<file path="src/design/arb_cfg_pkg.sv">
/*
  arbiter control register map and config struct
  max_stall of zero turns the starvation guard off
*/
`default_nettype none

package arb_cfg_pkg;

  localparam int unsigned STALL_W = 8;

  typedef logic [STALL_W-1:0] stall_cnt_t;

  // register map, one bit of address
  localparam int unsigned          CFG_ADDR_W     = 1;
  localparam logic [CFG_ADDR_W-1:0] CFG_SWAP_ADDR  = 1'b0;  // bit 0 of wdata
  localparam logic [CFG_ADDR_W-1:0] CFG_STALL_ADDR = 1'b1;  // full byte

  typedef struct packed {
    logic       swap_prio;  // 1: low side preferred
    stall_cnt_t max_stall;  // 0: guard disabled
  } arb_cfg_t;

endpackage

`default_nettype wire

</file>
<file path="src/design/tcdm_pkg.sv">
/*
  tcdm channel widths and request/response structs
  word addressed, 64 words per bank, byte enables on 32-bit words
  wen = 1 means read, following the usual tcdm convention
*/
`default_nettype none

package tcdm_pkg;

  localparam int unsigned NB_CHAN = 2;   // default channel count
  localparam int unsigned ADDR_W  = 6;   // word address, 64 words
  localparam int unsigned DATA_W  = 32;
  localparam int unsigned BE_W    = 4;   // one enable per byte
  localparam int unsigned ID_W    = 4;

  typedef logic [ADDR_W-1:0] tcdm_addr_t;
  typedef logic [DATA_W-1:0] tcdm_data_t;
  typedef logic [BE_W-1:0]   tcdm_be_t;
  typedef logic [ID_W-1:0]   tcdm_id_t;

  // requester -> arbiter -> bank
  typedef struct packed {
    logic       req;
    logic       wen;    // 1 read, 0 write
    tcdm_addr_t add;
    tcdm_be_t   be;
    tcdm_data_t data;
    tcdm_id_t   id;
  } tcdm_req_t;

  // bank -> arbiter -> requester
  typedef struct packed {
    logic       gnt;
    tcdm_data_t r_data;  // valid the cycle after an accepted read
    tcdm_id_t   r_id;
  } tcdm_rsp_t;

endpackage

`default_nettype wire

</file>
<file path="src/design/arb_cfg_regs.sv">
/*
  arbiter configuration registers, written by a single-cycle strobe
  a write at edge k steers arbitration from the next cycle on
  no read-back path
*/
`default_nettype none

module arb_cfg_regs
(
  input  logic                                   clk_i,
  input  logic                                   rst_ni,
  input  logic                                   cfg_we,
  input  logic [arb_cfg_pkg::CFG_ADDR_W-1:0]     cfg_addr,
  input  arb_cfg_pkg::stall_cnt_t                cfg_wdata,
  output arb_cfg_pkg::arb_cfg_t                  cfg
);

  logic                    swap_q;       // side swap bit
  arb_cfg_pkg::stall_cnt_t max_stall_q;  // starvation limit

  always_ff @(posedge clk_i or negedge rst_ni)
  begin
    if (!rst_ni)
    begin
      swap_q      <= 1'b0;  // high side preferred out of reset
      max_stall_q <= '0;    // guard off
    end
    else if (cfg_we)
    begin
      case (cfg_addr)
        arb_cfg_pkg::CFG_SWAP_ADDR:
        begin
          swap_q <= cfg_wdata[0];  // only lsb matters
        end
        arb_cfg_pkg::CFG_STALL_ADDR:
        begin
          max_stall_q <= cfg_wdata;
        end
      endcase
    end
  end

  // pack for the arbiter
  always_comb
  begin
    cfg.swap_prio = swap_q;
    cfg.max_stall = max_stall_q;
  end

endmodule

`default_nettype wire

</file>
<file path="src/design/shallow_arbiter.sv">
/*
  fixed-priority merge of a high and a low requester per channel
  priority is global: any preferred request blocks the other side everywhere
  starvation guard lets the other side through once after max_stall cycles
  purely combinational req -> gnt, only the stall counter is registered
*/
`default_nettype none

module shallow_arbiter
#(
  parameter int unsigned NB_CHAN = tcdm_pkg::NB_CHAN
)
(
  input  logic                  clk_i,
  input  logic                  rst_ni,
  input  logic                  clear,
  input  arb_cfg_pkg::arb_cfg_t cfg,
  input  tcdm_pkg::tcdm_req_t   in_high  [NB_CHAN],
  input  tcdm_pkg::tcdm_req_t   in_low   [NB_CHAN],
  output tcdm_pkg::tcdm_rsp_t   rsp_high [NB_CHAN],
  output tcdm_pkg::tcdm_rsp_t   rsp_low  [NB_CHAN],
  output tcdm_pkg::tcdm_req_t   mem_req  [NB_CHAN],
  input  tcdm_pkg::tcdm_rsp_t   mem_rsp  [NB_CHAN]
);

  logic [NB_CHAN-1:0]      pref_req;     // preferred side, per channel
  logic [NB_CHAN-1:0]      other_req;    // non-preferred side
  logic                    high_sel;     // set when the high side owns the banks
  logic                    pref_any;
  logic                    other_any;
  logic                    guard_hit;    // starvation limit reached
  logic                    pref_any_eff;
  arb_cfg_pkg::stall_cnt_t stall_cnt;

  // swap exchanges which side counts as preferred
  for (genvar ii = 0; ii < NB_CHAN; ii++)
  begin : gen_side_map
    assign pref_req[ii]  = cfg.swap_prio ? in_low[ii].req  : in_high[ii].req;
    assign other_req[ii] = cfg.swap_prio ? in_high[ii].req : in_low[ii].req;
  end

  assign pref_any  = |pref_req;   // across all channels
  assign other_any = |other_req;

  // guard only active with a nonzero limit
  assign guard_hit    = (cfg.max_stall != '0) && (stall_cnt >= cfg.max_stall);
  assign pref_any_eff = pref_any & ~guard_hit;  // masked for one cycle

  // counts consecutive cycles where the other side loses
  // drops back to zero on the cycle the guard lets it through
  always_ff @(posedge clk_i or negedge rst_ni)
  begin
    if (!rst_ni)
    begin
      stall_cnt <= '0;
    end
    else if (clear)
    begin
      stall_cnt <= '0;
    end
    else if (pref_any_eff && other_any)
    begin
      if (stall_cnt != '1)  // saturate
        stall_cnt <= stall_cnt + 1'b1;
    end
    else
    begin
      stall_cnt <= '0;
    end
  end

  // other side only gets through once no preferred request is left anywhere
  // xor maps preferred/other back onto high/low
  assign high_sel = pref_any_eff ^ cfg.swap_prio;

  for (genvar ii = 0; ii < NB_CHAN; ii++)
  begin : gen_chan
    always_comb
    begin
      if (high_sel)
        mem_req[ii] = in_high[ii];  // bank idles if this high side has nothing
      else
        mem_req[ii] = in_low[ii];

      // grant to the winner only
      rsp_high[ii].gnt = high_sel & mem_rsp[ii].gnt;
      rsp_low[ii].gnt  = ~high_sel & mem_rsp[ii].gnt;

      // read data broadcast, id tells who it belongs to
      rsp_high[ii].r_data = mem_rsp[ii].r_data;
      rsp_low[ii].r_data  = mem_rsp[ii].r_data;
      rsp_high[ii].r_id   = mem_rsp[ii].r_id;
      rsp_low[ii].r_id    = mem_rsp[ii].r_id;
    end
  end

endmodule

`default_nettype wire

</file>
<file path="src/design/tcdm_bank.sv">
/*
  single-port word SRAM model, 64 words, byte-enabled writes
  never stalls: gnt follows req in the same cycle
  read data and id appear one cycle after acceptance and hold until the next read
  memory contents are not reset
*/
`default_nettype none

module tcdm_bank
(
  input  logic                clk_i,
  input  logic                rst_ni,
  input  tcdm_pkg::tcdm_req_t req,
  output tcdm_pkg::tcdm_rsp_t rsp
);

  tcdm_pkg::tcdm_data_t mem [2**tcdm_pkg::ADDR_W];
  tcdm_pkg::tcdm_data_t r_data_q;
  tcdm_pkg::tcdm_id_t   r_id_q;
  logic                 wr_en;
  logic                 rd_en;

  assign wr_en = req.req & ~req.wen;  // wen low means write
  assign rd_en = req.req & req.wen;

  // byte lanes written independently
  always_ff @(posedge clk_i)
  begin
    if (wr_en)
    begin
      for (int b = 0; b < tcdm_pkg::BE_W; b++)
      begin
        if (req.be[b])
          mem[req.add][b*8 +: 8] <= req.data[b*8 +: 8];
      end
    end
  end

  // read port, one cycle latency
  always_ff @(posedge clk_i or negedge rst_ni)
  begin
    if (!rst_ni)
    begin
      r_data_q <= '0;
      r_id_q   <= '0;
    end
    else if (rd_en)
    begin
      r_data_q <= mem[req.add];
      r_id_q   <= req.id;
    end
  end

  assign rsp.gnt    = req.req;   // no bank conflicts, always granted
  assign rsp.r_data = r_data_q;
  assign rsp.r_id   = r_id_q;

endmodule

`default_nettype wire

</file>
<file path="src/design/tcdm_subsystem_top.sv">
/*
  tcdm subsystem: config registers, shallow arbiter, one bank per channel
  each channel maps straight onto its own bank, no address interleaving
  grant in the request cycle, read data one cycle after acceptance
*/
`default_nettype none

module tcdm_subsystem_top
#(
  parameter int unsigned NB_CHAN = tcdm_pkg::NB_CHAN
)
(
  input  logic                                clk_i,
  input  logic                                rst_ni,
  input  logic                                clear,      // stall counter reset
  input  logic                                cfg_we,
  input  logic [arb_cfg_pkg::CFG_ADDR_W-1:0]  cfg_addr,
  input  arb_cfg_pkg::stall_cnt_t             cfg_wdata,
  input  tcdm_pkg::tcdm_req_t                 in_high  [NB_CHAN],
  input  tcdm_pkg::tcdm_req_t                 in_low   [NB_CHAN],
  output tcdm_pkg::tcdm_rsp_t                 rsp_high [NB_CHAN],
  output tcdm_pkg::tcdm_rsp_t                 rsp_low  [NB_CHAN]
);

  arb_cfg_pkg::arb_cfg_t cfg;
  tcdm_pkg::tcdm_req_t   mem_req [NB_CHAN];  // arbiter -> banks
  tcdm_pkg::tcdm_rsp_t   mem_rsp [NB_CHAN];  // banks -> arbiter

  arb_cfg_regs i_arb_cfg_regs (
    .clk_i     ( clk_i     ),
    .rst_ni    ( rst_ni    ),
    .cfg_we    ( cfg_we    ),
    .cfg_addr  ( cfg_addr  ),
    .cfg_wdata ( cfg_wdata ),
    .cfg       ( cfg       )
  );

  shallow_arbiter #(
    .NB_CHAN ( NB_CHAN )
  ) i_shallow_arbiter (
    .clk_i    ( clk_i    ),
    .rst_ni   ( rst_ni   ),
    .clear    ( clear    ),
    .cfg      ( cfg      ),
    .in_high  ( in_high  ),
    .in_low   ( in_low   ),
    .rsp_high ( rsp_high ),
    .rsp_low  ( rsp_low  ),
    .mem_req  ( mem_req  ),
    .mem_rsp  ( mem_rsp  )
  );

  // one bank behind each channel
  for (genvar ii = 0; ii < NB_CHAN; ii++)
  begin : gen_bank
    tcdm_bank i_tcdm_bank (
      .clk_i  ( clk_i       ),
      .rst_ni ( rst_ni      ),
      .req    ( mem_req[ii] ),
      .rsp    ( mem_rsp[ii] )
    );
  end

endmodule

`default_nettype wire

</file>
<file path="config.mk">
export PLATFORM = sky130hd
export DESIGN_NAME = tcdm_subsystem_top
export DESIGN_NICKNAME = d
export VERILOG_FILES = /design/src/design/arb_cfg_pkg.sv /design/src/design/tcdm_pkg.sv /design/src/design/arb_cfg_regs.sv /design/src/design/shallow_arbiter.sv /design/src/design/tcdm_bank.sv /design/src/design/tcdm_subsystem_top.sv
export SDC_FILE = /design/constraint.sdc
export NUM_CORES = 2
export LEC_CHECK = 0
export BUFFER_PORTS_ARGS = -buffer_cell sky130_fd_sc_hd__buf_2
export CAP_MARGIN = 10
export CORE_MARGIN = 2
export CORE_UTILIZATION = 35
export DETAILED_ROUTE_END_ITERATION = 8
export PLACE_DENSITY_LB_ADDON = 0.1
export SLEW_MARGIN = 25
export SYNTH_ARGS = -nofsm -noshare
export SYNTH_HDL_FRONTEND = slang
export SYNTH_HIERARCHICAL = 1
export SYNTH_SLANG_ARGS = --single-unit
</file>
<file path="constraint.sdc">
create_clock -name clk_i -period 5.8 [get_ports clk_i]
set_clock_uncertainty 0.05 [all_clocks]
set_input_delay 0.29 -clock clk_i [delete_from_list [all_inputs] [get_ports clk_i]]
set_output_delay 0.29 -clock clk_i [all_outputs]
set_load 0.02 [all_outputs]
</file>
======== Yosys cells after proc, flatten, opt, wreduce, memory -nomap -nowiden ========
Memory sizes are Yosys's and may differ from the RTL's. A register that Yosys moved wholly into a read port is not among the register bits.
Cells that the tools add are included.
W data, S select, Z words.
storage, ports and cells
  register bits ........................... 25
  memory bits (writable) .................. 4096
  output and inout port bits .............. 148
  word-level logic and storage cells ...... 68
  memories ................................ 2
cells by class
  add/sub/neg operators ................... 1
  $lt $le $gt $ge ......................... 1
  equality and inequality tests ........... 2
  multiplexer cells ....................... 33
  bitwise operators ....................... 15
  reductions and logical operators ........ 9
memory list
  name                         words  width  read ports  clocked after memory_dff  write ports  RTL line         RTL
  gen_bank[0].i_tcdm_bank.mem  64     32     1           1                         1            tcdm_bank.sv:17  tcdm_pkg::tcdm_data_t mem [2**tcdm_pkg::ADDR_W];
  gen_bank[1].i_tcdm_bank.mem  64     32     1           1                         1            tcdm_bank.sv:17
operators by type and width
  cell                   count
  $mux W48               2
  $mux W1                28
  $mux W8                3
  $and A1 B1 Y1          9
  $add A8 B1 Y8 const B  1
  $ge A8 B8 Y1           1
  $ne A8 B8 Y1 const B   1
  $reduce_bool A8 Y1     1
  $not A1 Y1             5
  $reduce_and A2 Y1      2
  $reduce_or A2 Y1       2
  $ne A3 B3 Y1 const B   1
  $logic_and A1 B1 Y1    2
  $logic_not A1 Y1       2
  $xor A1 B1 Y1          1

======== Longest topological paths before layout ========
  depth in word-level cells ............... 10
  gate-level depth with buffers ........... 23
  mapped depth without buffers ............ 14

======== By module ========
Netlist, hierarchy kept.
by module, submodules not included
  module           instances  cells an instance  area each (sq um)  seq. area each (sq um)
  tcdm_bank        2          4437               80842.5            62399.8
  shallow_arbiter  1          787                5701.7             200.2
  arb_cfg_regs     1          21                 346.6              225.2

======== Worst setup path after synthesis ========
No wires, ideal clock.
  path kind ............................... register to register
  from .................................... register i_shallow_arbiter.stall_cnt[0]
  to ...................................... memory gen_bank[0].i_tcdm_bank/mem[51][16] (netlist name), enable pin
  setup time .............................. 370 ps
  arrival time ............................ 4070 ps
  required time ........................... 5380 ps
  path slack .............................. 1310 ps
  stages on the path, launching flop included .. 19
  period minus slack after synthesis ...... 4490 ps
  path through ............................ dfrtp_1 inv_1 ha_1 nand2b_4 a2111oi_4 o311a_4 or2_1 buf_4 buf_4 clkbuf_1 nand3_1 o2111ai_2 clkbuf_1 and3b_1 clkbuf_1 buf_2 buf_2 nand2_1 nor2_1
RTL lines
  what                    RTL line               RTL
  start, declared         shallow_arbiter.sv:33  arb_cfg_pkg::stall_cnt_t stall_cnt;
  start signal, assigned  shallow_arbiter.sv:64  stall_cnt <= stall_cnt + 1'b1;
  end, declared           tcdm_bank.sv:17

==> out/metrics.yaml <==
outcome:
  run_status: "complete, no violations"
worst_setup_path:
  critical_path_required_ps: 6620
  reg2reg_slack_ps: 150
  crit_family: "compound AO/OA/AOI/OAI gates"
  cp.arrival_ps: 6470
  rr_endpoint: "gen_bank[0].i_tcdm_bank/r_data_q[15]"
  slowest_delay_ps: 550
  cp_max_fo: 99
  path_buf_inv: 4
  critPathKind: "flop to flop"
  slowest_stage: "a22oi_1"
  crit_path_end_kind: "flop"
  timing.rr.start: "i_shallow_arbiter/stall_cnt[0]"
  r2r_cells: 17
  critical_path.most_common_cell: "buf_12"
  path_cells: "inv_1 -> ha_1 -> nand2b_4 -> a2111oi_4 -> o311a_4 -> or2_4 -> buf_12 -> nand3_1 -> o2111ai_4 -> buf_12 -> buf_12 -> mux2_2 -> a221oi_1 -> o22ai_1 -> a22oi_1 -> nand2_1 -> o32a_1"
  worstSetupStartpointType: "flop"
floorplanning:
  die_w_um: 696.3
  die_h_um: 696.3
  start_util_pct: 35.09
  ioPinCount: 353
  rows: 254
  core_region_area_sq_um: 478000
  die_area_sq_um: 484800
min_path:
  min_from: "in_low[33]"
  hold_class: "primary input to flop"
  whs_path_depth: 4
  min_to: "gen_bank[1].i_tcdm_bank/mem[51][29]"
final_layout:
  regArea_sq_um: 125200
  drive_above_1_share_pct: 26.56
  syn_to_final_growth_pct: 18.90
  utilization_pct: 41.72
  layout_commonest_cell: "edfxtp_1"
  nets: 11080
  final_cell_mix: "4096 x edfxtp_1, 1016 x buf_4, 712 x nor2_1"
  fillers: 43020
  multi_input_area_sq_um: 38580
clock_network:
  cts.sinks: 4185
  cts_tree: "built"
  numCtsBuffers: 454
  clockRootBuffer: "clkbuf_16"
  post_cts_buffers: 0
  clockBufferDepth: 4
  clkTransAtPathRegs_ps: 60
  clk_latency_ps: 1030
  cts.htree.levels: 5
sta:
  period_minus_slack_ps: 5647
  tns_ps: 0
  fmaxAchievable_mhz: 177.1
  fin_crit_sh_pct: 97.37
  slew_viol_final: 0
  finalHoldViolations: 0
  tightest_slew_ps: 1110
  slew_headroom_pct: 26.03
  grt_setup_unrepaired: "false"
  setup_violations: 0
synth:
  synth-seq-cells: 4185
  async_flop_share_pct: 2.127
  yosys.cell_types.count: 75
  synth_area_sq_um: 167700
  synth-edff-count: 4096
  synth_nets: 9896
  yosysWarningCount: 6
  ys_seq_area_share_pct: 74.66
  synth_area_per_cell_sq_um: 17.32
  syn_inst: 9682
  synth_ff_type: "edfxtp_1"
route:
  wl_um: 613800
  drc: 0
  wl_per_cell_um: 34.75
  avgViaCountPerCell: 5.716
  drt-initial-drc-count: 10690
  antenna_left: 0
  dr.pass1.iters: 6
  vias: 101000
grt:
  grt_pass1_vias: 101100
  antenna_found_initial: 37
  grt_overflow: 0
  grt_pass1_wl_um: 842700
  grt.total_usage_pct: 24.72
  grt_max_degree: 100
place:
  port_buffers: 352
  dp_hpwl_um: 400400
  gp_congestion: 0.8477
power:
  p_leak_nw: 65.14
  powerDensity_nw_per_um2: 395.3
  peakVddDrop_v: 0.0002687
  fin_total_pwr_mw: 78.82
flow_run:
  drv_cap: 0
## cell usage after synthesis, types with 60 or more instances
library cell	n	area [sq um]
edfxtp_1	4096	123000
nor2_1	734	2755
a221oi_1	468	4099
a22oi_1	451	3386
mux2i_1	389	3894
mux2_2	372	4189
mux4_2	306	6892
nand2_1	279	1047
clkbuf_1	259	972.2
buf_2	243	1216
buf_4	239	1794
a21oi_1	225	1126
o22ai_1	202	1264
o21ai_0	152	760.7
nand3_1	139	695.7
inv_1	107	401.6
nand3b_1	101	758.2
dfrtp_1	89	2227
a22o_1	66	578.1
buf_6	61	686.9
o2111ai_2	60	900.9
## metal layers
| metal | wire, um | vias to the layer above | GRT usage [%] | share of wire (%) |
|---|---|---|---|---|
| met2 | 305800 | 3952 | 42.69 | 50 |
| met4 | 23540 | 8 | 8.284 | 3.8 |
| met5 | 55 | - | 0 | 0.0090 |
| met1 | 250400 | 54290 | 32.38 | 41 |
| li1 | - | 41780 | - | - |
| met3 | 34050 | 951 | 2.907 | 5.5 |
## cell families after synthesis
logic type | Yosys count | share of synthesized area (%)
fa+ha+maj | 9 | 0.06714
buf+inv | 960 | 3.137
xor+xnor | 4 | 0.02089
flops | 4185 | 74.66
mux | 1086 | 9.066
simple gates | 1413 | 3.755
compound gates | 2025 | 9.296
## final cells by class
cell class,instances,area share (%)
flip-flops and latches,4185,62.79
multi-input cells,4538,19.34
repair buffers,1574,6.381
clock buffers,571,6.048
well taps,6400,4.015
clock inverters,270,1.177
inverters,111,0.2177
diodes,18,0.02259
## timing repair
item,in CTS,in global routing
hold buffers,86,0
resized for setup,0,1
hold endpoints to repair,295,0
endpoints found under the setup margin,0,2
## per-stage QoR
step,instances,instance area (sq um),worst slack [ps],hold WS [ps]
floorplan,9682,167700,1310,-55.59
global placement,16710,183700,-608.0,209.7
detailed placement,16720,184100,75.53,210.3
CTS,17650,199400,43.33,4.170
global route,17660,199400,39.46,55.24
finish,17670,199400,152.5,61.42
## worst max-delay path by stage
stage,start,end,slack (ps),cells past startpoint
detailed placement,i_shallow_arbiter/stall_cnt[0],gen_bank[1].i_tcdm_bank/r_data_q[30],80,18
CTS,i_shallow_arbiter/stall_cnt[0],gen_bank[1].i_tcdm_bank/r_data_q[30],40,18
finish,i_shallow_arbiter/stall_cnt[0],gen_bank[0].i_tcdm_bank/r_data_q[15],150,17
global route,i_shallow_arbiter/stall_cnt[0],gen_bank[0].i_tcdm_bank/r_data_q[15],40,17
floorplan,i_shallow_arbiter/stall_cnt[0],gen_bank[0].i_tcdm_bank/mem[51][16],1310,18
global placement,i_shallow_arbiter/stall_cnt[0],gen_bank[1].i_tcdm_bank/mem[50][7],-610,16
## worst min-delay path, delay by kind of cell
family          cells  cell delay (ps)
buf+inv             2              310
compound gates      2              200
## flip-flops by register name (all words and copies together) (netlist names)
name / count
gen_bank.i_tcdm_bank/mem: 4096
gen_bank.i_tcdm_bank/r_data_q: 64
gen_bank.i_tcdm_bank/r_id_q: 8
i_arb_cfg_regs/max_stall_q: 8
i_arb_cfg_regs/swap_q: 1
i_shallow_arbiter/stall_cnt: 8
## power by group
part,total [mW],switching (mW),internal (mW)
registers,35.4,0.663,34.8
logic,15.0,10.4,4.56
clock network,28.4,12.1,16.3
Note: power is estimated with default switching activity, not from simulation.
